===== config.mk =====
export PLATFORM = sky130hd
export DESIGN_NAME = decode_stage
export DESIGN_NICKNAME = d
export VERILOG_FILES = /design/src/cpu_pkg.sv /design/src/decode_stage.sv
export SDC_FILE = /design/constraint.sdc
export NUM_CORES = 1
export LEC_CHECK = 0
export BUFFER_PORTS_ARGS = -buffer_cell sky130_fd_sc_hd__buf_2
export CORE_AREA = 2 2 39 41
export DETAILED_ROUTE_END_ITERATION = 16
export DIE_AREA = 0 0 41 43
export GPL_TIMING_DRIVEN = 0
export SLEW_MARGIN = 20
export SYNTH_ARGS = -nofsm -noshare
export SYNTH_HDL_FRONTEND = slang
export SYNTH_SLANG_ARGS = --single-unit

===== constraint.sdc =====
create_clock -name vclk -period 0.98
set_input_delay 0.196 -clock vclk [all_inputs]
set_output_delay 0.196 -clock vclk [all_outputs]
set_load 0.01 [all_outputs]

===== src/cpu_pkg.sv =====
package cpu_pkg;

    // one machine word everywhere
    typedef logic [15:0] addr_t;
    typedef logic [15:0] data_t;
    typedef logic [15:0] inst_t;

    // instruction fields
    typedef logic [1:0] reg_idx_t;
    typedef logic [3:0] opcode_t;

    // processor status code
    typedef logic [1:0] status_t;

    // opcodes in inst[15:12]
    localparam opcode_t OP_LI   = 4'h1;
    localparam opcode_t OP_ADD  = 4'h2;
    localparam opcode_t OP_SUB  = 4'h3;
    localparam opcode_t OP_LD   = 4'h4;
    localparam opcode_t OP_ST   = 4'h5;
    localparam opcode_t OP_BEQZ = 4'h6;
    localparam opcode_t OP_HALT = 4'hf;

    // status codes
    localparam status_t STATUS_RUN       = 2'd0;
    localparam status_t STATUS_HALT      = 2'd1;
    localparam status_t STATUS_ILLEGAL   = 2'd2;
    localparam status_t STATUS_MEM_FAULT = 2'd3;

    // cycles without ack before the bus gives up
    localparam int MEM_TIMEOUT = 64;
    localparam int TIMER_W     = $clog2(MEM_TIMEOUT + 1);

    // first fetch address after reset
    localparam addr_t RESET_PC = 16'h0000;

endpackage


===== src/decode_stage.sv =====
`timescale 1ns/1ps

module decode_stage import cpu_pkg::*; (
    input  inst_t    inst,
    input  logic     valid,
    output opcode_t  opcode,
    output reg_idx_t rd,
    output reg_idx_t rs,
    output data_t    imm,
    output logic     writes_reg,
    output logic     is_mem,
    output logic     illegal
);

    logic known;
    logic wr;
    logic mem;

    // fixed field positions
    assign opcode = inst[15:12];
    assign rd     = inst[11:10];
    assign rs     = inst[9:8];

    always_comb begin
        known = 1'b1;
        wr    = 1'b0;
        mem   = 1'b0;
        // zero extension unless a branch offset
        imm   = {8'h00, inst[7:0]};
        case (opcode)
            OP_LI, OP_ADD, OP_SUB: wr = 1'b1;
            OP_LD: begin
                wr  = 1'b1;
                mem = 1'b1;
            end
            OP_ST: mem = 1'b1;
            OP_BEQZ: imm = {{8{inst[7]}}, inst[7:0]};
            OP_HALT: known = 1'b1;
            default: known = 1'b0;
        endcase
    end

    // bubbles carry no side effects
    assign writes_reg = valid && wr;
    assign is_mem     = valid && mem;
    assign illegal    = valid && !known;

endmodule


Yosys cells after proc, flatten, opt, wreduce, memory -nomap -nowiden:

Index checks and enable logic that the tools add are counted.

* logic and storage cells: 18
* input bits: 17
* flip-flop bits (word level): 0

* muxes and demuxes: 4
* equal/unequal tests: 7
* reductions and logical operators: 7

Operators with widths (count)
* $mux W16: 1
* $eq A4 B3 Y1 const B: 3
* $eq A4 B2 Y1 const B: 2
* $reduce_or A7 Y1: 1
* $eq A4 B1 Y1 const B: 1
* $eq A4 B4 Y1 const B: 1
* $reduce_or A4 Y1: 1
* $logic_and A1 B1 Y1: 3
* $mux W1: 3
* $reduce_or A2 Y1: 1
* $logic_not A1 Y1: 1

Depth between registers and ports, before layout:

* depth in word-level cells: 5
* gate-level depth with buffers: 3
* mapped depth without buffers: 3

Worst setup path before layout:

No wires, ideal clock.

* path kind: input to output
* start point: in inst[14]
* end point: out imm[10]
* arrival: 0.851 ns
* path buffers: 1
* cell stages on the path: 3
* path slack: -0.067 ns
* data required time: 0.784 ns
* path through: nor2b_4 > and4b_1 > buf_4

* longest elaborated chain between the ends: 2

RTL lines
* start, declared: RTL line decode_stage.sv:4 `input inst_t inst,`
* $eq A4 B3 Y1: RTL line decode_stage.sv:30 `case (opcode)`
* $mux W16: RTL line decode_stage.sv:30
* end, declared: RTL line decode_stage.sv:9 `output data_t imm,`

Every way passes these cells.

Final worst setup path:

* start point: in inst[15]
* end point: out imm[12]

Same word-level chain as after synthesis.

==> impl_metrics.json <==
{
  "outcome": "complete, but fails checks",
  "violations": "setup timing",
  "slew_viol_final": 0,
  "tns_ns": -1.36,
  "drt_first_pass_iters": 4,
  "cp-end-kind": "primary output",
  "worstPathRequired_ns": 0.78,
  "syn_inst": 34,
  "hp-class": "in -> out",
  "port_buffers": 33,
  "seq_area_frac_synth": 0,
  "grt.busiest_layer": "met2",
  "max_freq_ghz": 0.879,
  "worstSetupPathType": "in -> out",
  "drive_gt1_frac": 0.887,
  "drtIter0Drc": 4,
  "relSlewSlack": 0.895,
  "pre_cts_ws_ns": -0.256,
  "core_area_sq_mm": 0.00138,
  "dp.cells": 83,
  "die_w_microns": 41,
  "cap_violations": 0,
  "hold_depth": 2,
  "min_to": "rd[0]",
  "setup_viol": 11,
  "cpPeakStageDelay_ns": 0.32,
  "hold_viol": 0,
  "cp_cell_sequence": "buf_8 -> nor2b_4 -> and4b_4 -> buf_6 -> buf_6",
  "avgViaCountPerCell": 3.92,
  "cp_slowest_cell": "and4b_4",
  "area_growth_pct": 124,
  "start_util": 0.188,
  "netlist_area_sq_um": 260,
  "routed_wl_microns": 763,
  "arrival_ns": 0.94,
  "grtUsageMet2": 0.203,
  "power_density_mw_per_mm2": 355,
  "io_pins": 44,
  "antenna_found_initial": 0,
  "antennaDiodeCount": 0,
  "multi_input_area_sq_um": 91.3,
  "grt_use_met3": 0,
  "crit_start": "inst[15]",
  "start_kind": "input pin",
  "fin_crit_ns": 1.14,
  "rsz0062_at_grt": "yes",
  "min-delay-start": "inst[10]",
  "synth_cell_types": 11,
  "setup_ws_ns": -0.157,
  "leakage_nw": 0.337,
  "grt-ovfl-total": 0,
  "cpMostUsedCell": "buf_6",
  "routedWlPerCell_microns": 8.77,
  "row_count": 14,
  "num-clock-buffers": 0,
  "place.gp.congestion": 0.483,
  "worst_pin_slew_ns": 0.156,
  "peakVddDrop_mv": 0.165,
  "grt_pass1_wl_microns": 1130,
  "sequential_cell_area_sq_um": 0,
  "gr-usage-met1": 0.0728,
  "critPathMaxFanout": 8,
  "die-area_sq_mm": 0.00176,
  "grt_max_degree": 9,
  "period_share": 1.16,
  "holdBufCountCts": 0,
  "die_h_microns": 43,
  "synth_warnings": 0,
  "vias": 341,
  "grt_use_total": 0.0879,
  "stdcell_count": 87,
  "nNetsFinal": 90,
  "dpl-instance-area_sq_um": 447,
  "synth_nets": 51,
  "grt_pass1_vias": 302,
  "drc": 0,
  "post-route-cell-area_sq_um": 582,
  "postRouteAntennaNets": 0,
  "syn_avg_cell_area_sq_um": 7.65,
  "design.seq.count": 0,
  "fill_cells": 134
}
final cells by class:
type / instances / area share
plain buffers: 23 / 0.342
multi-input cells: 11 / 0.157
well taps: 16 / 0.0344
repair buffers: 37 / 0.467
metal layers:
| metal | vias up | routed length [microns] |
|---|---|---|
| met4 | 0 | 0 |
| met5 | - | 0 |
| met1 | 142 | 245 |
| met3 | 0 | 96 |
| met2 | 33 | 421 |
| li1 | 166 | - |
synth_stat cells:
cell	number	area, sq um
a21boi_1	2	15.0
buf_4	23	173
a31oi_1	1	6.26
nor3_1	1	5.00
and4bb_2	1	12.5
nor2b_4	1	13.8
nor2_1	1	3.75
and4b_1	1	10.0
o21ai_0	1	5.00
o21bai_1	1	7.51
and3b_1	1	8.76
cell usage in the layout, fill, tap and decap left out, drive strengths merged:
cell	count
and4bb	1
a21boi	2
nor3	1
a31oi	1
and4b	1
o21bai	1
nor2	1
o21ai	1
nor2b	1
and3b	1
buf	60
metrics by stage:
step / total power [mW] / hold WS [ns] / util
2_1_floorplan: 0.101 / 0.484 / -
3_3_place_gp: 0.165 / 0.576 / 0.323
3_5_place_dp: 0.167 / 0.576 / 0.323
4_1_cts: 0.205 / 0.576 / 0.420
5_1_grt: 0.224 / 0.581 / 0.420
6_report: 0.207 / 0.575 / 0.420
repair_timing:
action,4_1_cts,5_1_grt
pin swaps,5,0
resized for setup,24,1
endpoints found under the setup margin,10,11
setup buffers,4,0
where the power goes:
part,internal [mW],switching [mW],leakage [nW]
clock,0,0,0
combinational,0.129,0.0772,0.337
sequential,0,0,0
total,0.129,0.0772,0.337
logic make-up (layout without fill, tap and decap cells):
group,Yosys count,in the layout,synth area share
buffers and inverters,23,60,0.663
and+or+nand+nor,6,6,0.207
AOI/OAI and AO/OA,5,5,0.130
worst max-delay path: cells and delay by family:
| family | cells | cell delay (ns) |
|---|---|---|
| and+or+nand+nor | 2 | 0.42 |
| buffers and inverters | 3 | 0.31 |
worst max-delay path by stage:
| stage | cells past startpoint | to | slack [ns] |
|---|---|---|---|
| 2_1_floorplan | 3 | imm[10] | 0.0008 |
| 3_3_place_gp | 5 | imm[13] | -0.24 |
| 3_5_place_dp | 5 | imm[13] | -0.26 |
| 4_1_cts | 5 | imm[11] | -0.15 |
| 5_1_grt | 5 | imm[12] | -0.19 |
| 6_report | 5 | imm[12] | -0.16 |
Power figures use the tool's default switching activity.
