<file path="src/cpu_pkg.sv">
package cpu_pkg;

    // one machine word everywhere
    typedef logic [15:0] addr_t;
    typedef logic [15:0] data_t;
    typedef logic [15:0] inst_t;

    // instruction fields
    typedef logic [1:0] reg_idx_t;
    typedef logic [3:0] opcode_t;

    // processor status code
    typedef logic [1:0] status_t;

    // opcodes in inst[15:12]
    localparam opcode_t OP_LI   = 4'h1;
    localparam opcode_t OP_ADD  = 4'h2;
    localparam opcode_t OP_SUB  = 4'h3;
    localparam opcode_t OP_LD   = 4'h4;
    localparam opcode_t OP_ST   = 4'h5;
    localparam opcode_t OP_BEQZ = 4'h6;
    localparam opcode_t OP_HALT = 4'hf;

    // status codes
    localparam status_t STATUS_RUN       = 2'd0;
    localparam status_t STATUS_HALT      = 2'd1;
    localparam status_t STATUS_ILLEGAL   = 2'd2;
    localparam status_t STATUS_MEM_FAULT = 2'd3;

    // cycles without ack before the bus gives up
    localparam int MEM_TIMEOUT = 64;
    localparam int TIMER_W     = $clog2(MEM_TIMEOUT + 1);

    // first fetch address after reset
    localparam addr_t RESET_PC = 16'h0000;

endpackage

</file>
<file path="src/bus_timer.sv">
`timescale 1ns/1ps

module bus_timer import cpu_pkg::*; (
    input  logic clock,
    input  logic rst_n,
    input  logic waiting,
    output logic timeout
);

    logic [TIMER_W-1:0] count;

    always_ff @(posedge clock or negedge rst_n) begin
        if (!rst_n) begin
            count   <= '0;
            timeout <= 1'b0;
        end else if (!waiting) begin
            count   <= '0;
            timeout <= 1'b0;
        end else begin
            // saturate so the pulse fires once per request
            if (count != TIMER_W'(MEM_TIMEOUT)) count <= count + 1'b1;
            timeout <= (count == TIMER_W'(MEM_TIMEOUT - 1));
        end
    end

endmodule

</file>
<file path="config.mk">
export PLATFORM = sky130hd
export DESIGN_NAME = bus_timer
export DESIGN_NICKNAME = d
export VERILOG_FILES = /design/src/cpu_pkg.sv /design/src/bus_timer.sv
export SDC_FILE = /design/constraint.sdc
export NUM_CORES = 1
export LEC_CHECK = 0
export BUFFER_PORTS_ARGS = -buffer_cell sky130_fd_sc_hd__clkbuf_2
export CAP_MARGIN = 5
export CORE_AREA = 2 2 39 41
export CTS_CLUSTER_DIAMETER = 40
export CTS_CLUSTER_SIZE = 16
export DETAILED_ROUTE_END_ITERATION = 8
export DIE_AREA = 0 0 41 43
export GPL_ROUTABILITY_DRIVEN = 0
export GPL_TIMING_DRIVEN = 1
export PLACE_DENSITY_LB_ADDON = 0.08
export SYNTH_ARGS = -nofsm -noshare
export SYNTH_HDL_FRONTEND = slang
export SYNTH_SLANG_ARGS = --single-unit
</file>
<file path="constraint.sdc">
create_clock -name clock -period 1.3 [get_ports clock]
set_clock_uncertainty 0.15 [all_clocks]
set_input_delay 0.195 -clock clock [delete_from_list [all_inputs] [get_ports clock]]
set_output_delay 0.195 -clock clock [all_outputs]
set_load 0.1 [all_outputs]
</file>
== Word-level counts from Yosys, hierarchy flattened ==
Index checks and enable logic that the tools add are counted.
Storage, ports and cells
  bits of input ports: 3
  logic and storage cells: 9
  flip-flop bits (word level): 8
  output and inout port bits: 1
Operators by class
  mux-type cells: 3
  equal/unequal tests: 3
  add/subtract/negate cells: 1
Operator list (number)
  two-way mux 7 bit: 2
  adder 7 x 1 -> 7 bit, second input constant: 1
  equality test 7 x 6 -> 1 bit, second input constant: 1
  != test 7 bit, second input constant: 1
  != test 2 x 1 -> 1 bit, second input constant: 1
  two-way mux 1 bit: 1

== Depth between registers and ports, before layout ==
  depth after elaboration: 3
  mapped depth: 4

== Worst setup path after synthesis ==
No wires, ideal clock.
  path type: register -> register
  from: register count[3]
  to: register count[0]
  slack: 49 ps
  clock period less this slack: 1251 ps
  stages on the path, launching flop included: 4
  required time: 1071 ps
  library setup time: 79 ps
  arrival time: 1022 ps
  cell sequence: dfrtp_1 nor4_1 and3_2 mux2i_1
Between the ends
  cells in the longest elaborated chain, start to end: 2
RTL lines
  from (decl): line bus_timer.sv:10  | logic [TIMER_W-1:0] count;
  from (signal assigned): line bus_timer.sv:21  | if (count != TIMER_W'(MEM_TIMEOUT)) count <= count + 1'b1;
  != test 7 bit: line bus_timer.sv:21
  != test 2 x 1 -> 1 bit (no line)
No other way between the ends.
A chain may end at the register's enable or synchronous reset.

== Final worst setup path ==
  from: register count[2]
  to: register count[1]
Same word-level chain as after synthesis.

==> summary.md <==
| Metric | Value |
|---|---|
| Status | `complete, but fails checks` |
| Failing checks | `negative setup slack` |
| Synthesized area per cell | `10.10 um^2` |
| Crit Path Class | `reg -> reg` |
| Drt first pass iters | `4` |
| Worst rel slew slack | `85.86%` |
| Met3 WL | `22 um` |
| Antenna cells | `0` |
| Design area | `560.5 um^2` |
| Wirelength, routed | `858 um` |
| Core area | `1384 um^2` |
| Full die area | `1763 um^2` |
| Synth area leaders | `dfrtp_1 50%, mux2i_1 9.9%, nand2_1 6.5%` |
| PnR worst setup slack | `-0.03877 ns` |
| Hold Path Class | `in -> reg` |
| Endpoints failing setup | `2` |
| Final hold vios | `0` |
| Crit path arrival time | `1.36 ns` |
| Final period util | `103.0%` |
| Critical path startpoint category | `flip-flop` |
| Largest net degree at the start of global routing | `13` |
| Pre-CTS setup slack | `-0.06619 ns` |
| Height of the die | `43 um` |
| Max H-tree Level | `1` |
| CP cell instances | `nor4_2 > and3_4 > mux2i_1` |
| Syn_nets | `45` |
| Power density over cell area | `930.7 nW/um^2` |
| Post-synth cell types | `15` |
| Final ANT Viol Nets | `0` |
| Area grow syn2layout | `38.70%` |
| Starting Density | `29.20%` |
| TritonCTS clock tree | `done` |
| Clock buffer count from CTS | `3` |
| Fill cell count | `138` |
| Vias | `335` |
| Clock slew at reported path FFs | `0.06 ns` |
| Vias per cell | `4.786` |
| WL/cell | `12.26 um` |
| Nets | `61` |
| Root buf cell | `clkbuf_4` |
| Area after DPL | `488.0 um^2` |
| 1st-iter DRT viols | `10` |
| Vias in the first global route | `337` |
| I/O pin cnt | `4` |
| Post-synthesis sequential area ratio | `49.54%` |
| Slowest cell on the critical path | `dfrtp_1` |
| Clock Path Buffers | `2` |
| Port Buf Inserts | `3` |
| Clock latency on the worst-skew pair | `0.25 ns` |
| Global-route wire length before repair | `1359 um` |
| DRC | `0` |
| Highest Clock Rate | `747.0 MHz` |
| Share of layout cells above drive strength 1 | `35.19%` |
| Initial antenna violation count | `0` |
| RSZ-0062 raised after global routing | `true` |
| Die Width | `41 um` |
| Family with the most delay on the worst path | `simple AND/OR/NAND/NOR gates` |
| HPWL after DPL | `577.1 um` |
| Met2 WL | `440 um` |
| Critical Path RT | `1.32 ns` |
| #FFs+latches synth | `8` |
| Reg2Reg Setup Slack | `-0.04 ns` |
| Post-Synthesis Cells | `40` |
| Slowest stage delay, CP | `0.40 ns` |
| Crit end category | `flip-flop` |
| Leakage Power | `0.0002744 uW` |
| Tmin final | `1.339 ns` |
| Layout Cells excl Fill | `70` |
| DRT met1 WL | `386 um` |
| Max FO, Critical Path | `3` |
| Grt total ovfl | `0` |
| Least-Margin Pin Slew | `0.2120 ns` |
| Yosys top cell by area | `dfrtp_1` |
| Highest Signal Layer | `met4` |
| GR Util All Layers | `12.00%` |
| Std-Cell Rows | `14` |
| Cell Area, Synth | `404.1 um^2` |
| Max_cap viols | `0` |
| Sink Count | `8` |
| Slew Limit Fails | `0` |
| Ys Warns | `0` |
| Top-area cell type share of the netlist area | `49.54%` |
| Max IR drop VDD | `0.3802 mV` |
| Placed instance count | `63` |
| Bufs and invs on worst path | `0` |
## synth_stat cells
library cell and count:
nor2_1 1, o22ai_1 1, ha_1 2, inv_1 2
clkbuf_1 1, mux2i_1 4, dfrtp_1 8, and3_2 2
xnor2_1 2, nor4_1 1, nand3b_1 1, and2_1 2
nand2b_1 2, nand3_1 4, nand2_1 7
## repair_timing
action	in CTS	in global routing
resized for setup	0	4
endpoints found under the hold margin	8	0
setup buffers	2	1
hold buffers	1	0
gates cloned	0	0
setup endpoints to repair	3	5
pin swaps	2	4
## layer usage
layer / GRT usage, % / vias to the layer above
met5: 0 / -
met4: 10.00 / 0
met3: 3.141 / 2
met2: 15.63 / 3
met1: 15.77 / 167
li1: - / 163
## per-stage QoR
stage / hold WS (ns) / setup TNS (ns) / util, % / power (uW)
2_1_floorplan: -0.2506 / 0 / - / 292.9
3_3_place_gp: -0.09724 / -0.07825 / 35.26 / 321.0
3_5_place_dp: -0.09670 / -0.1518 / 35.26 / 322.1
4_1_cts: 0.1442 / -0.06578 / 38.70 / 530.9
5_1_grt: 0.1832 / -0.3564 / 40.51 / 560.1
6_report: 0.1628 / -0.05860 / 40.51 / 521.7
## power by group
group	internal, uW	leakage, uW	switching [uW]
Combinational	33.7	0.000151	31.9
Sequential	257	0.000109	7.46
Clock	106	0.0000138	85.9
Total	397	0.000274	125
## sequential cells by signal (all words and copies together), names as in the netlist
register  count
count         7
timeout       1
## final cells by class
cell class | count | area (um^2) | area share, %
clock buffers | 3 | 22.52 | 4.018
inverters | 2 | 7.507 | 1.339
multi-input cells | 29 | 210.2 | 37.50
flip-flops and latches | 8 | 200.2 | 35.71
well taps | 16 | 20.02 | 3.571
repair buffers | 12 | 100.1 | 17.86
## layout by cell type (no fill, tap or decap)
cell / n
nor2_1: 1
clkbuf_2: 2
mux2i_1: 4
and2_1: 2
nand3_1: 3
nand2_1: 7
buf_12: 1
and3_4: 1
dfrtp_1: 8
nand2b_1: 2
dlygate4sd3_1: 1
o22ai_1: 1
nor4_2: 1
ha_2: 1
nand3b_1: 1
clkbuf_4: 3
inv_1: 2
ha_1: 1
and3_2: 1
buf_4: 8
nand3_2: 1
xnor2_1: 2
## logic make-up (layout without fill, tap and decap cells)
group / Yosys count / after routing / synth area share [%]
muxes: 4 / 4 / 9.908
xor gates and xnor gates: 2 / 2 / 4.335
DFF: 8 / 8 / 49.54
and+or+nand+nor: 20 / 20 / 25.70
adders and majority gates: 2 / 2 / 6.191
buffers and inverters: 3 / 17 / 2.786
AOI/OAI and AO/OA: 1 / 1 / 1.549
## path summary, 6_finish.rpt
check,end,cells after the start,start
min in group asynchronous,count[1],2,rst_n
max in group asynchronous,timeout,2,rst_n
setup reg to reg,count[1],3,count[2]
hold / removal,count[6],3,waiting
hold reg to reg,count[6],2,count[6]
setup / recovery,count[1],3,count[2]
## tightest hold or removal path, stage by stage
cell and delay, ns:
clkbuf_2 0.17, nand2_1 0.09, mux2i_1 0.06
Note: power is estimated with default switching activity, not from simulation.
