==> src/cpu_pkg.sv <==
package cpu_pkg;

    // one machine word everywhere
    typedef logic [15:0] addr_t;
    typedef logic [15:0] data_t;
    typedef logic [15:0] inst_t;

    // instruction fields
    typedef logic [1:0] reg_idx_t;
    typedef logic [3:0] opcode_t;

    // processor status code
    typedef logic [1:0] status_t;

    // opcodes in inst[15:12]
    localparam opcode_t OP_LI   = 4'h1;
    localparam opcode_t OP_ADD  = 4'h2;
    localparam opcode_t OP_SUB  = 4'h3;
    localparam opcode_t OP_LD   = 4'h4;
    localparam opcode_t OP_ST   = 4'h5;
    localparam opcode_t OP_BEQZ = 4'h6;
    localparam opcode_t OP_HALT = 4'hf;

    // status codes
    localparam status_t STATUS_RUN       = 2'd0;
    localparam status_t STATUS_HALT      = 2'd1;
    localparam status_t STATUS_ILLEGAL   = 2'd2;
    localparam status_t STATUS_MEM_FAULT = 2'd3;

    // cycles without ack before the bus gives up
    localparam int MEM_TIMEOUT = 64;
    localparam int TIMER_W     = $clog2(MEM_TIMEOUT + 1);

    // first fetch address after reset
    localparam addr_t RESET_PC = 16'h0000;

endpackage

==> src/mem_arbiter.sv <==
`timescale 1ns/1ps

module mem_arbiter import cpu_pkg::*; (
    input  logic  clock,
    input  logic  rst_n,
    input  logic  inst_req,
    input  addr_t inst_addr,
    input  logic  data_req,
    input  logic  data_we,
    input  addr_t data_addr,
    input  data_t data_wdata,
    input  logic  mem_ack,
    input  data_t mem_rdata,
    input  logic  timeout,
    output logic  inst_done,
    output logic  data_done,
    output data_t rdata,
    output logic  waiting,
    output logic  mem_req,
    output logic  mem_we,
    output addr_t mem_addr,
    output data_t mem_wdata
);

    typedef enum logic [1:0] {
        ARB_IDLE,
        ARB_REQ,
        ARB_RELEASE
    } arb_state_e;

    arb_state_e state;
    logic       owner_data;
    logic       grant;
    logic       acked;

    // new request only once the previous ack has fallen
    assign grant = (state == ARB_IDLE) && !mem_ack && (data_req || inst_req);
    assign acked = (state == ARB_REQ) && mem_ack;

    // bus timer runs only while the memory owes us an ack
    assign waiting = (state == ARB_REQ) && !mem_ack;

    always_ff @(posedge clock or negedge rst_n) begin
        if (!rst_n) begin
            state      <= ARB_IDLE;
            mem_req    <= 1'b0;
            owner_data <= 1'b0;
            inst_done  <= 1'b0;
            data_done  <= 1'b0;
        end else begin
            inst_done <= 1'b0;
            data_done <= 1'b0;
            case (state)
                ARB_IDLE: begin
                    if (grant) begin
                        state      <= ARB_REQ;
                        mem_req    <= 1'b1;
                        // data side wins a tie
                        owner_data <= data_req;
                    end
                end
                ARB_REQ: begin
                    if (mem_ack) begin
                        state     <= ARB_RELEASE;
                        mem_req   <= 1'b0;
                        data_done <= owner_data;
                        inst_done <= !owner_data;
                    end else if (timeout) begin
                        // abandon silently, exec sees the timeout itself
                        state   <= ARB_IDLE;
                        mem_req <= 1'b0;
                    end
                end
                ARB_RELEASE: begin
                    // four-phase tail
                    if (!mem_ack) state <= ARB_IDLE;
                end
                default: state <= ARB_IDLE;
            endcase
        end
    end

    // address and write data frozen for the whole request
    always_ff @(posedge clock) begin
        if (grant) begin
            mem_addr  <= data_req ? data_addr : inst_addr;
            mem_we    <= data_req && data_we;
            mem_wdata <= data_wdata;
        end
        if (acked) rdata <= mem_rdata;
    end

endmodule

==> config.mk <==
export PLATFORM = sky130hd
export DESIGN_NAME = mem_arbiter
export DESIGN_NICKNAME = d
export VERILOG_FILES = /design/src/cpu_pkg.sv /design/src/mem_arbiter.sv
export SDC_FILE = /design/constraint.sdc
export NUM_CORES = 1
export LEC_CHECK = 0
export ABC_AREA = 1
export BUFFER_PORTS_ARGS = -buffer_cell sky130_fd_sc_hd__clkbuf_2
export CORE_ASPECT_RATIO = 1.5
export CORE_MARGIN = 2
export CORE_UTILIZATION = 45
export CTS_CLUSTER_DIAMETER = 60
export CTS_CLUSTER_SIZE = 8
export DETAILED_ROUTE_END_ITERATION = 8
export GPL_TIMING_DRIVEN = 0
export PLACE_DENSITY = 0.84
export SLEW_MARGIN = 5
export SYNTH_ARGS = -nofsm -noshare
export SYNTH_HDL_FRONTEND = slang
export SYNTH_SLANG_ARGS = --single-unit
export TNS_END_PERCENT = 5
==> constraint.sdc <==
create_clock -name clock -period 4.8 [get_ports clock]
set_input_delay 0.96 -clock clock [delete_from_list [all_inputs] [get_ports clock]]
set_output_delay 0.96 -clock clock [all_outputs]
set_load 0.005 [all_outputs]
Word level (Yosys, flattened, before mapping)
Index checks and enable logic that the tools add are counted.
{"block": "word_totals", "reg_bits": 55, "in_bits": 71, "output_inout_bits": 53}
{"block": "classes", "eq_ne": 5, "mux": 14, "n_reduce_logical": 13}
{"cell": "16-bit 2-to-1 mux", "n": 1}
{"cell": "2-bit 2-to-1 mux", "n": 4}
{"cell": "1-bit 2-to-1 mux", "n": 7}
{"cell": "2-bit one-hot mux with 3 select lines", "n": 1}
{"cell": "3-bit AND reduction", "n": 2}
{"cell": "1-bit logical AND", "n": 5}
{"cell": "2-bit inequality test, second input constant", "n": 2}
{"cell": "3-bit inequality test, second input constant", "n": 1}
{"cell": "2-bit by 1-bit == test with 1-bit output, second input constant", "n": 1}
{"cell": "2-bit == test, second input constant", "n": 1}
{"cell": "1-bit zero test", "n": 2}
{"cell": "2-bit zero test", "n": 1}
{"cell": "1-bit one-hot mux with 2 select lines", "n": 1}
{"cell": "2-bit AND reduction", "n": 1}
{"cell": "2-bit nonzero test", "n": 1}
{"cell": "1-bit logical OR", "n": 1}

Longest topological paths before layout
{"block": "logic_depth", "word_depth": 5, "ltp_mapped": 6, "depth_no_buf": 5}

Least setup slack after synthesis
Ideal clock, no wire load.
{"block": "synth_timing", "kind": "input-to-reg", "startpoint": "in data_req", "endpoint": "reg mem_addr[0] (enable)", "setup_time_ns": 0.388, "arrival_time_ns": 1.919, "t_required_ns": 4.412, "setup_slack_ns": 2.494, "path_stages": 5, "path_cell_list": "buf_6 -> inv_6 -> nand2_4 -> nand3_4 -> inv_1"}
{"block": "synth_via", "elab_chain_cells": 2}
{"item": "start: declaration", "line": "mem_arbiter.sv:8", "text": "input logic data_req,"}
{"item": "1-bit logical OR", "line": "mem_arbiter.sv:37", "text": "assign grant = (state == ARB_IDLE) && !mem_ack && (data_req || inst_req);"}
{"item": "1-bit logical AND", "line": "mem_arbiter.sv:37"}
{"item": "net grant", "line": "mem_arbiter.sv:33", "text": "logic grant;"}
{"item": "end signal: assignment", "line": "mem_arbiter.sv:86", "text": "mem_addr <= data_req ? data_addr : inst_addr;"}
{"item": "end: declaration", "line": "mem_arbiter.sv:21", "text": "output addr_t mem_addr,"}
The timed path passes the listed nets, and every way through them passes these cells.
A chain may end at the register's enable or synchronous reset.

Worst setup path in the final report
{"block": "layout_timing", "startpoint": "in mem_ack", "endpoint": "reg mem_wdata[6] (enable)"}
{"block": "layout_via", "elab_chain_cells": 3}
{"item": "start: declaration", "line": "mem_arbiter.sv:12", "text": "input logic mem_ack,"}
{"item": "1-bit zero test"}
{"item": "1-bit logical AND (2 in series)", "line": "mem_arbiter.sv:37"}
{"item": "net grant", "line": "mem_arbiter.sv:33"}
{"item": "end signal: assignment", "line": "mem_arbiter.sv:88", "text": "mem_wdata <= data_wdata;"}
{"item": "end: declaration", "line": "mem_arbiter.sv:22", "text": "output data_t mem_wdata"}
The timed path passes the listed nets, and every way through them passes these cells.

==> summary.txt <==
Final layout
  • Area grow syn2layout: 38.4%
  • Final net count: 336
  • Diode count: 0
  • Most used cells in the layout excluding fill and tap cells: clkbuf_2, nand2_1, edfxtp_1, inv_1, dfrtp_1
  • Share of post-route cells with drive strength above 1: 51.5%
  • Share of the core filled with cells: 64.6%
  • Most common cell after layout, fill and taps aside: clkbuf_2
  • Final cell count without fillers: 312

Die
  • Core Footprint: 4250 sq um
  • I/O pins: 124
  • Die Footprint: 4960 sq um
  • Cell Rows: 29
  • Die H: 85.3 um
  • Width of the die: 58.2 um
  • Initial standard-cell utilization of the core: 46.7%

Placement
  • Worst slack after detailed placement: 2.12 ns
  • Count of port buffers added during placement: 122
  • Global placer's final weighted congestion: 0.729
  • Hpwl dp: 3240 um
  • Inst Count DP: 304

Setup path
  • Worst EP arrival: 2.26 ns
  • CP Capture Type: flip-flop
  • Crit Path Max Fanout: 33
  • Worst reg2reg setup slack: 2.77 ns
  • Data required time at the worst endpoint: 4.72 ns
  • Setup crit start kind: input port
  • Type of the worst setup path: input port to flip-flop

Drt
  • Antenna Nets Post-Route: 0
  • Mean routed wirelength per cell: 12.7 um
  • Vias per inst: 4.56
  • Drt total wl: 3970 um
  • Number of iterations in the first detailed-routing pass: 4
  • Via count of the routed design: 1422
  • Final routed DRC violation total: 0
  • Violation count after the first detailed-routing iteration: 32

Job
  • Max capacitance violation total: 0

Synthesis
  • Yosys synthesis warning count: 0
  • Number of nets in the synthesized netlist: 207
  • Area of the mapped netlist: 1980 sq um
  • Count of mapped cells out of synthesis: 136
  • Mapped Avg Cell Area: 14.6 sq um
  • Flip-flop and latch count after synthesis: 55
  • Fraction of the yosys area taken by sequential cells: 81.9%
  • Netlist cell types: 14

Outcome
  • Outcome: complete, no violations

Power and ir drop
  • Proportion of total power due to net switching: 24.2%
  • Static power due to leakage: 1.36 nW
  • Relative contribution of combinational cells to total power: 14.1%
  • Share of total power in sequential cells: 60.6%
  • Int Pwr: 748 uW
  • Switching power: 239 uW
  • Maximum vdd ir drop: 0.303 mV
  • Total power per unit cell area: 360 nW/um^2
  • Clk network pwr share: 25.3%

STA
  • Final setup violation count: 0
  • Worst clock skew on the final layout: 0.00533 ns
  • Post-route setup slack: 2.46 ns
  • Time the worst path needs with I/O delays and setup: 2.34 ns
  • Maximum achievable frequency: 428 MHz
  • Slew margin rel.: 16.1%
  • Unrepaired setup endpoints after global routing: no
  • Final total negative setup slack: 0 ns
  • Final Hold Vio Count: 0
  • Final-report max-slew violation count: 0
  • Ratio of final minimum period to clock period: 48.6%
  • Slew at the pin with the worst max-slew slack: 1.26 ns
  • Final Hold Slack: 0.466 ns

Global route
  • Maximum number of pins on one net before global-route repair: 34
  • Wire length of the first global-routing pass: 6300 um
  • Antenna violations before repair: 0
  • Leftover overflow at the end of global routing: 0
  • Number of global-route vias before repair: 1419
  • Global-route usage over all layers: 17.2%

Clock network
  • TritonCTS clock tree: built
  • Post-CTS Resized: 0
  • Hold buffer count at CTS: 0
  • Clk Latency, worst-skew pair: 0.30 ns
  • Clock Sinks: 55
  • Clock H-tree levels: 2
  • Clock-pin transition on the worst setup and hold timing paths: 0.10 ns
  • CTS Buffer Depth: 2
  • Post-CTS Setup Bufs: 0
  • Clk Tree Root Cell: clkbuf_8
  • Number of clock buffers inserted by TritonCTS: 5

Min path
  • Class of the worst hold path: input port to asynchronous set/reset pin
==> worst paths after layout <==
path / to / startpoint / depth (start not counted)
hold / removal: data_done / rst_n / 1
setup reg to reg: mem_wdata[6] / state[0] / 3
setup / recovery: mem_wdata[6] / mem_ack / 4
hold reg to reg: inst_done / owner_data / 1
min in group clock: inst_done / owner_data / 1
max in group asynchronous: state[0] / rst_n / 1
==> power by group through the flow <==
stage	registers, mW	clock network [mW]	logic, mW
after floorplan	0.612	0	0.0532
after global placement	0.606	0	0.136
after detailed placement	0.609	0	0.142
after CTS	0.599	0.258	0.142
after global routing	0.603	0.276	0.157
final	0.598	0.250	0.139
==> critical path: stages <==
cell	delay, ns
clkbuf_2	0.12
inv_1	0.14
nand3_4	0.11
inv_1	0.91
==> cell usage after synthesis, drive strengths merged <==
cell type / n / area (sq um)
buf: 3 / 30.0
nand2: 58 / 225
dfrtp: 6 / 150
nor2: 4 / 15.0
edfxtp: 49 / 1470
nand4: 1 / 6.26
a21oi: 2 / 13.8
inv: 11 / 46.3
nand3: 2 / 22.5
==> per-layer routing <==
| metal | wire length [um] | GRT usage, % |
|---|---|---|
| met1 | 1430 | 18.3 |
| met2 | 2140 | 31.2 |
| met3 | 335 | 5.03 |
| met4 | 72 | 6.55 |
| met5 | 0 | 0 |
==> registers in the layout (all words and copies together) (netlist names) <==
register	flops
inst_done	1
state	2
mem_we	1
data_done	1
mem_wdata	16
owner_data	1
rdata	16
mem_req	1
mem_addr	16
==> cell families after synthesis <==
group	Yosys count	share of synthesized area, %
simple gates	65	13.6
compound gates	2	0.695
flops	55	81.9
buf+inv	14	3.85
==> final cells by class <==
class,instances,area [sq um]
Buffer,3,30.0
Sequential cell,55,1620
Fill cell,324,1500
Tap cell,46,57.6
Inverter,11,46.3
Multi-Input combinational cell,67,283
Timing Repair Buffer,122,611
Clock inverter,3,23.8
Clock buffer,5,68.8
==> through the flow <==
stage / power, mW / area [sq um]
2_1_floorplan: 0.665 / 1980
3_3_place_gp: 0.742 / 2650
3_5_place_dp: 0.751 / 2650
4_1_cts: 0.999 / 2740
5_1_grt: 1.04 / 2740
6_report: 0.987 / 2740
Note: power is estimated with default switching activity, not from simulation.
