==> src/cpu_pkg.sv <==
package cpu_pkg;

    // one machine word everywhere
    typedef logic [15:0] addr_t;
    typedef logic [15:0] data_t;
    typedef logic [15:0] inst_t;

    // instruction fields
    typedef logic [1:0] reg_idx_t;
    typedef logic [3:0] opcode_t;

    // processor status code
    typedef logic [1:0] status_t;

    // opcodes in inst[15:12]
    localparam opcode_t OP_LI   = 4'h1;
    localparam opcode_t OP_ADD  = 4'h2;
    localparam opcode_t OP_SUB  = 4'h3;
    localparam opcode_t OP_LD   = 4'h4;
    localparam opcode_t OP_ST   = 4'h5;
    localparam opcode_t OP_BEQZ = 4'h6;
    localparam opcode_t OP_HALT = 4'hf;

    // status codes
    localparam status_t STATUS_RUN       = 2'd0;
    localparam status_t STATUS_HALT      = 2'd1;
    localparam status_t STATUS_ILLEGAL   = 2'd2;
    localparam status_t STATUS_MEM_FAULT = 2'd3;

    // cycles without ack before the bus gives up
    localparam int MEM_TIMEOUT = 64;
    localparam int TIMER_W     = $clog2(MEM_TIMEOUT + 1);

    // first fetch address after reset
    localparam addr_t RESET_PC = 16'h0000;

endpackage

==> src/fetch_stage.sv <==
`timescale 1ns/1ps

module fetch_stage import cpu_pkg::*; (
    input  logic  clock,
    input  logic  rst_n,
    input  logic  stall,
    input  logic  squash,
    input  addr_t redirect_pc,
    input  logic  inst_done,
    input  data_t rdata,
    output logic  inst_req,
    output addr_t inst_addr,
    output logic  fetch_valid,
    output inst_t fetch_inst,
    output addr_t fetch_pc
);

    addr_t pc;
    logic  busy;
    logic  discard;
    logic  hold_valid;
    inst_t hold_inst;
    logic  take;
    logic  start;

    // if_id grabs the held word this edge
    assign take  = hold_valid && !stall && !squash;
    // one word at a time, nothing new while stalled
    assign start = !busy && !hold_valid && !stall && !squash;

    assign inst_req    = busy;
    assign fetch_valid = hold_valid;
    assign fetch_inst  = hold_inst;
    // pc stays on the word in flight or held
    assign fetch_pc    = pc;

    always_ff @(posedge clock or negedge rst_n) begin
        if (!rst_n) begin
            pc         <= RESET_PC;
            busy       <= 1'b0;
            discard    <= 1'b0;
            hold_valid <= 1'b0;
        end else begin
            if (start) busy <= 1'b1;
            if (busy && inst_done) begin
                busy    <= 1'b0;
                discard <= 1'b0;
                // wrong-path word is dropped here
                if (!discard && !squash) hold_valid <= 1'b1;
            end
            if (squash) begin
                pc         <= redirect_pc;
                hold_valid <= 1'b0;
                // let the handshake finish, throw the word away
                if (busy && !inst_done) discard <= 1'b1;
            end else if (take) begin
                hold_valid <= 1'b0;
                pc         <= pc + 16'd1;
            end
        end
    end

    always_ff @(posedge clock) begin
        if (start) inst_addr <= pc;
        if (busy && inst_done) hold_inst <= rdata;
    end

endmodule

==> config.mk <==
export PLATFORM = sky130hd
export DESIGN_NAME = fetch_stage
export DESIGN_NICKNAME = d
export VERILOG_FILES = /design/src/cpu_pkg.sv /design/src/fetch_stage.sv
export SDC_FILE = /design/constraint.sdc
export NUM_CORES = 1
export LEC_CHECK = 0
export ABC_AREA = 1
export BUFFER_PORTS_ARGS = -buffer_cell sky130_fd_sc_hd__clkbuf_2
export CAP_MARGIN = 20
export CORE_UTILIZATION = 52
export DETAILED_ROUTE_END_ITERATION = 6
export PLACE_DENSITY = 0.92
export SETUP_SLACK_MARGIN = 0.15
export SLEW_MARGIN = 20
export SYNTH_ARGS = -nofsm -noshare
export SYNTH_HDL_FRONTEND = slang
export SYNTH_SLANG_ARGS = --single-unit
==> constraint.sdc <==
create_clock -name clock -period 4.2 [get_ports clock]
set_clock_uncertainty 0.1 [all_clocks]
set_input_delay 0.21 -clock clock [delete_from_list [all_inputs] [get_ports clock]]
set_output_delay 0.21 -clock clock [all_outputs]
set_load 0.05 [all_outputs]
* Word-level counts from Yosys, hierarchy flattened
Index checks and enable logic that the tools add are counted.
** Storage, ports and cells
- Word-level logic and storage cells :: 37
- Bits in registers :: 51
** Cells by class
- Add/sub/neg operators :: 1
- Muxes and demuxes :: 11
- Reductions and logical operators :: 19
** Operator list (number)
- 16-bit 2-to-1 mux :: 2
- 16-bit by 1-bit adder with 16-bit output, second input constant :: 1
- 1-bit 2-to-1 mux :: 9
- 1-bit logical AND :: 8
- 1-bit logical NOT :: 6
- 3-bit nonzero test :: 2
- 2-bit nonzero test :: 2
- 2-bit AND reduction :: 1

* Longest topological paths before layout
Gate-level depths: netlist of the first run.
- Depth in word-level cells :: 6
- Gate-level depth with buffers :: 8
- Gate-level depth less buffers :: 8

* Worst setup path before layout of the first run
Ideal clock, no wire load.
- Path kind :: reg2reg
- From :: register pc[0] (netlist: fetch_pc[0])
- To :: register pc[10] (netlist: fetch_pc[10])
- Library setup time :: 0.118 ns
- Clock period less this slack :: 1.766 ns
- Path buffers :: 0
- Slack :: 2.434 ns
- Data arrival time :: 1.549 ns
- Cell stages (with the launch flop) :: 9
- Path through :: dfrtp_1 ha_1 nand2_1 nor2_2 nand2_1 nor2_1 nand2_1 nand3_1 nand2_1
** On the way
- Word-level cells in the longest chain between the ends :: 3
** Ends and longest elaborated chain
- start, declared :: line fetch_stage.sv:18 : addr_t pc;
- start signal, assigned :: line fetch_stage.sv:52 : pc <= redirect_pc;
- start signal, assigned :: line fetch_stage.sv:58 : pc <= pc + 16'd1;
- 16-bit by 1-bit adder with 16-bit output :: line fetch_stage.sv:58
- 16-bit 2-to-1 mux :: line fetch_stage.sv:56 : end else if (take) begin
- 16-bit 2-to-1 mux :: line fetch_stage.sv:51 : if (squash) begin
Every way passes these cells. The select of a mux whose other input is x is not followed.
A chain may end at the register's enable or synchronous reset.

* Worst setup path after layout of the first run
- From :: register hold_valid (netlist: fetch_valid)
- To :: register inst_addr[6], enable pin
** On the way
- Word-level cells in the longest chain between the ends :: 4
** Ends and longest elaborated chain
- start, declared :: line fetch_stage.sv:21 : logic hold_valid;
- start signal, assigned :: line fetch_stage.sv:42 : hold_valid <= 1'b0;
- start signal, assigned :: line fetch_stage.sv:49 : if (!discard && !squash) hold_valid <= 1'b1;
- start signal, assigned :: line fetch_stage.sv:53 : hold_valid <= 1'b0;
- 1-bit logical NOT :: line fetch_stage.sv:29 : assign start = !busy && !hold_valid && !stall && !squash;
- 1-bit logical AND (3 in a row) :: line fetch_stage.sv:29
- net start :: line fetch_stage.sv:24 : logic start;
- end signal, assigned :: line fetch_stage.sv:64 : if (start) inst_addr <= pc;
- end, declared :: line fetch_stage.sv:12 : output addr_t inst_addr,
The timed path passes the listed nets, and every way through them passes these cells.

==> results_dict.tcl, run 1 <==
set metrics [dict create \
    switching_share 0.331 \
    synth_common_cells "nand2_1 (55), edfxtp_1 (32), inv_1 (27)" \
    synth_warnings 0 \
    die_width_um 67.0 \
    final.setup.tns_ps 0 \
    drc_errors 0 \
    die_y_um 67.0 \
    grtUsageTotal 0.279 \
    cp.buffers_inverters 2 \
    relSlewSlack 0.545 \
    clk_latency_ps 310 \
    power_frac_clock 0.268 \
    clockBufferDepth 2 \
    cellPowerDensity_mw_per_mm2 421 \
    maxCapViolCount 0 \
    synth_area_mm2 0.00220 \
    path_common_cell "inv_1" \
    vias_per_cell 5.36 \
    rsz0062_at_grt "no" \
    synth_nets 253 \
    ys_seq_area_frac 0.653 \
    first_pass_iters 5 \
    synth_most_common_cell "nand2_1" \
    setup_violations 0 \
    seq_power_share 0.499 \
    synth_top_area_frac 0.437 \
    synthCells 215 \
    comb_power_share 0.233 \
    gp_congestion 0.841 \
    clkTransAtPathRegs_ps 90 \
    p_switching_mw 0.412 \
    min_period_ps 1680 \
    cts_tree "built" \
    tightestPinTransition_ps 682 \
    cts-buffers-inserted 5 \
    grt_max_degree 20 \
    vias 2005 \
    grt_pass1_vias 1857 \
    place.port_buffers 86 \
    core_region_area_mm2 0.00403 \
    path_delay_family "buffers and inverters" \
    grt.overflow.total 0 \
    p_leak_nw 1.41 \
    ir_worst_vdd_mv 0.226 \
    wl_per_cell_um 15.6 \
    cp-start-kind "flop" \
    p_int_mw 0.833 \
    worstPathRequired_ps 4040 \
    dieArea_mm2 0.00449 \
    finalWirelength_mm 5.82 \
    finalCritPeriodShare 0.401 \
    cp_slowest_stage_delay_ps 530 \
    h-tree-depth 2 \
    crit_slowest_cell "inv_1" \
    place_hpwl_mm 3.90 \
    cp_cell_sequence "inv_1 > nand4_1 > inv_1" \
    crit_fanout 16 \
    ys_ff_latch 51 \
    start_util 0.546 \
    io_pins 87 \
    drive_gt1_frac 0.321 \
    final_util 0.734 \
    critPathKind "flop to flop" \
    synth_edf_count 32 \
    fin_nets 361 \
    cts.sinks 51 \
    crit_path_end_kind "flop" \
    drt_iter0_markers 250 \
    syn_avg_cell_area_um2 10.2 \
    ant_nets 0 \
    root_buffer "clkbuf_8" \
    ys_top_cells_by_area "edfxtp_1 (44%), dfrtp_1 (22%), nand2_1 (9.4%)" \
    outcome "finished clean" \
    yosysUniqueCellTypes 25 \
    synth_ff_type "edfxtp_1" \
    antennaDiodeCount 0 \
    final_max_slew_viol_count 0 \
    rows 23 \
    grt_pass1_wl_mm 8.97 \
    hold_viol_final 0 \
    synth_top_cell_by_area "edfxtp_1" \
    worstPathArrival_ps 1520 \
    max_freq_mhz 594 \
    area_delta_synth_final_pct 34.4 \
    antenna_found_initial 0 \
    async_reset_ff_frac 0.373 \
    min_path_type "primary input to flop" \
    cts_resized 0 \
]
[timing repair]
| action | CTS | global route |
|---|---|---|
| buffers inserted | 0 | 0 |
| hold buffers | 17 | 0 |
| setup endpoints to repair | 0 | 0 |
| endpoints found under the hold margin | 35 | 0 |
[final timing paths]
check / from / to / slack, ps / cells after the start
min in group asynchronous: rst_n / fetch_pc[12] / 310 / 2
hold / removal: redirect_pc[5] / fetch_pc[5] / 30 / 3
setup reg to reg: fetch_valid / inst_addr[6] / 2520 / 3
max in group asynchronous: rst_n / fetch_pc[10] / 3340 / 2
setup / recovery: fetch_valid / inst_addr[6] / 2520 / 3
hold reg to reg: fetch_pc[15] / inst_addr[15] / 410 / 0
[worst reg2reg max path: cells and delay by family (launching register included)]
kind	cells	cell delay, ps
buffers and inverters	2	660
flip-flops	1	420
AND/OR/NAND/NOR	1	140
[state kept, by name, summed over array words and instances, names as in the netlist, named ones only]
register and cells:
fetch_inst 16, fetch_pc 16, inst_addr 16, fetch_valid 1, inst_req 1
[power groups by stage]
| stage | Sequential, mW | Clock (mW) | Combinational, mW |
|---|---|---|---|
| CTS | 0.620 | 0.335 | 0.290 |
| global placement | 0.627 | 0 | 0.266 |
| finish | 0.621 | 0.334 | 0.291 |
| global route | 0.628 | 0.353 | 0.309 |
| detailed placement | 0.631 | 0 | 0.275 |
| floorplan | 0.751 | 0 | 0.0707 |
[placed cells by master, fill, tap and decap left out, drive strengths merged]
cell         synthesis  final
a21boi               1      1
a21oi                4      4
a31oi                1      1
bufinv               0      1
clkbuf               0     93
dfrtp               19     19
dlygate4sd3          0     17
edfxtp              32     32
ha                   1      1
inv                 29     29
nand2               58     58
nand3               20     20
nand4                3      3
nor2                23     23
o211ai               4      4
o21ai               13     13
o21bai               1      1
or2                  1      1
xnor2                1      1
xor2                 2      2
[cell type report]
type / instances / area [µm²]
flip-flops and latches: 51 / 1440
fillers: 272 / 1070
multi-input cells: 133 / 642
repair buffers: 103 / 601
inverters: 29 / 109
clock buffers: 7 / 76.3
well taps: 50 / 62.6
clock inverters: 1 / 30.0
[per-stage QoR]
stage                     hold WS [ps]  cell area (µm²)  std cells  worst slack, ps  power, mW
final                             32.2             2960        374             2520       1.25
after global routing              38.3             2960        374             2440       1.29
after CTS                         32.1             2960        374             2520       1.24
after detailed placement           100             2680        349             2350      0.906
after global placement            83.8             2680        349             2450      0.892
after floorplan                   -186             2200        215             2430      0.822
[metal layers]
metal  part of all wire  GRT usage  vias up  routed length (µm)
met5                  0          0        -                   0
met4              0.018      0.117        0                 104
met3              0.081     0.0651       12                 474
met2               0.52      0.456      108                3040
met1               0.38      0.352      959                2200
li1                   -          -      926                   -
[cells by family (layout without fill, tap and decap cells)]
logic type,after synthesis,in the layout,synth area share
XOR/XNOR,3,3,0.0119
buffers and inverters,31,140,0.0552
AND/OR/NAND/NOR,105,105,0.212
adder cells (fa/ha/maj),1,1,0.00569
flip-flops,51,51,0.653
AO/OA/AOI/OAI,24,24,0.0620
No activity file was read; power rests on OpenSTA's default activity.
==> inputs of run 2 (changes only) <==
--- a/config.mk
+++ b/config.mk
@@ -8,9 +8,9 @@
 export ABC_AREA = 1
 export BUFFER_PORTS_ARGS = -buffer_cell sky130_fd_sc_hd__clkbuf_2
 export CAP_MARGIN = 20
-export CORE_UTILIZATION = 52
+export CORE_UTILIZATION = 48
 export DETAILED_ROUTE_END_ITERATION = 6
-export PLACE_DENSITY = 0.92
+export PLACE_DENSITY = 0.86
 export SETUP_SLACK_MARGIN = 0.15
 export SLEW_MARGIN = 20
 export SYNTH_ARGS = -nofsm -noshare
==> constraint.sdc (replaced) <==
create_clock -name clock -period 1.72 [get_ports clock]
set_clock_uncertainty 0.1 [all_clocks]
set_input_delay 0.086 -clock clock [delete_from_list [all_inputs] [get_ports clock]]
set_output_delay 0.086 -clock clock [all_outputs]
set_load 0.05 [all_outputs]
==> results_dict.tcl, run 2 (synthesis results as in run 1) <==
set metrics [dict create \
    outcome "finished clean" \
    cts.sinks 51 \
    min_period_ps 1480 \
    place.port_buffers 86 \
    grt_max_degree 20 \
    min_path_type "primary input to flop" \
    antennaDiodeCount 0 \
    fin_area_mm2 0.00321 \
    vias 2027 \
    final.setup.tns_ps 0 \
    drive_gt1_frac 0.348 \
    finalWirelength_mm 5.81 \
    antenna_found_initial 0 \
    reg2reg_to "fetch_pc[10]" \
    rows 24 \
    area_delta_synth_final_pct 45.8 \
    r2r_slack_ps 240 \
    p_leak_nw 1.49 \
    max_freq_mhz 673 \
    gp_congestion 0.843 \
    grt_pass1_wl_mm 9.14 \
    regToRegStartpoint "fetch_pc[0]" \
    cts_tree "built" \
    die_width_um 69.7 \
    die_y_um 69.7 \
    worstRegToRegCells 8 \
    final_util 0.732 \
    relSlewSlack 0.672 \
    clockBufferDepth 2 \
    worstPathArrival_ps 1580 \
    critPathKind "flop to flop" \
    crit_fanout 6 \
    grtUsageTotal 0.246 \
    first_pass_iters 5 \
    rsz0062_at_grt "yes" \
    start_util 0.502 \
    clk_latency_ps 310 \
    io_pins 87 \
    placed_area_mm2 0.00271 \
    cp-start-kind "flop" \
    clkTransAtPathRegs_ps 90 \
    final_max_slew_viol_count 0 \
    cellPowerDensity_mw_per_mm2 979 \
    crit_start "fetch_pc[0]" \
    hold_viol_final 0 \
    final_common_cell "clkbuf_2" \
    wl_per_cell_um 14.6 \
    setup_violations 0 \
    p_total_mw 3.14 \
    dieArea_mm2 0.00486 \
    worstPathRequired_ps 1820 \
    ant_nets 0 \
    fill_cells 301 \
    crit_path_end_kind "flop" \
    endpoint "fetch_pc[10]" \
    grt_pass1_vias 1800 \
    root_buffer "clkbuf_8" \
    finalCritPeriodShare 0.863 \
    final_cell_mix "clkbuf_2 (86), nand2_1 (54), dlygate4sd3_1 (33), edfxtp_1 (32), inv_1 (25)" \
    grt.overflow.total 0 \
    fin_nets 382 \
    vias_per_cell 5.11 \
    core_region_area_mm2 0.00438 \
    place_hpwl_mm 3.57 \
    tightestPinTransition_ps 492 \
    drc_errors 0 \
    drt_iter0_markers 202 \
    cts-buffers-inserted 5 \
    h-tree-depth 2 \
    place_ws_ps 238 \
    ir_worst_vdd_mv 0.476 \
    maxCapViolCount 0 \
    worst_slack_ps 235 \
]
[run 2: changes by cell type in the layout (fill, tap and decap cells not counted), moves of 2 or more]
| cell | change |
|---|---|
| buf_4 | +4 |
| clkbuf_1 | -2 |
| clkinvlp_4 | +2 |
| dfrtp_1 | -5 |
| dfrtp_2 | +5 |
| dlygate4sd3_1 | +16 |
| inv_1 | -2 |
[run 2: layer usage]
layer / GRT usage / share of wire / wire length, µm
met2: 0.400 / 0.50 / 2920
met5: 0 / 0 / 0
met1: 0.327 / 0.41 / 2400
met4: 0.102 / 0.026 / 153
met3: 0.0465 / 0.058 / 338
[run 2: area by class of cell]
cell class,count,area [µm²],area share
tap,52,65.1,0.0203
sequential,51,1440,0.450
clock buffer,5,68.8,0.0215
multi-input combinational,133,657,0.205
inverter,29,116,0.0363
clock inverter,3,47.5,0.0148
timing repair buffer,124,811,0.253
[run 2: how the worst min path moves through the flow]
stage                     slack (ps)       startpoint                          to  cells after the start
after floorplan                 -310            rst_n  asynchronous set/reset pin                      0
after global placement           -30            rst_n                fetch_pc[13]                      1
after detailed placement         -20            rst_n                fetch_pc[13]                      1
after CTS                         10           squash                fetch_pc[11]                      4
after global routing              30  redirect_pc[12]                fetch_pc[12]                      4
final                             10  redirect_pc[12]                fetch_pc[12]                      4
[run 2: metrics by stage]
stage | hold slack (ps) | instances
after floorplan | -310 | 215
after global placement | -31.2 | 352
after detailed placement | -23.8 | 352
after CTS | 11.7 | 393
after global routing | 31.7 | 397
final | 10.4 | 397
[run 2: report_power, final]
group	switching (mW)	internal, mW
Clock	0.413	0.441
Sequential	0.0948	1.42
Combinational	0.544	0.225
[run 2: what timing repair did]
action / in CTS / in global routing
endpoints found under the hold margin: 51 / 0
hold buffers: 33 / 0
setup endpoints to repair: 0 / 20
setup buffers: 0 / 4
gates resized for setup: 0 / 3
[run 2: critical path, stage by stage, from the launching register on]
cell and delay [ps]:
dfrtp_2 450, ha_4 170, nand2_1 60, nor2_2 150, nand2_2 80, nor2_1 100
nand2_1 70, nand3_1 110, nand2_1 80
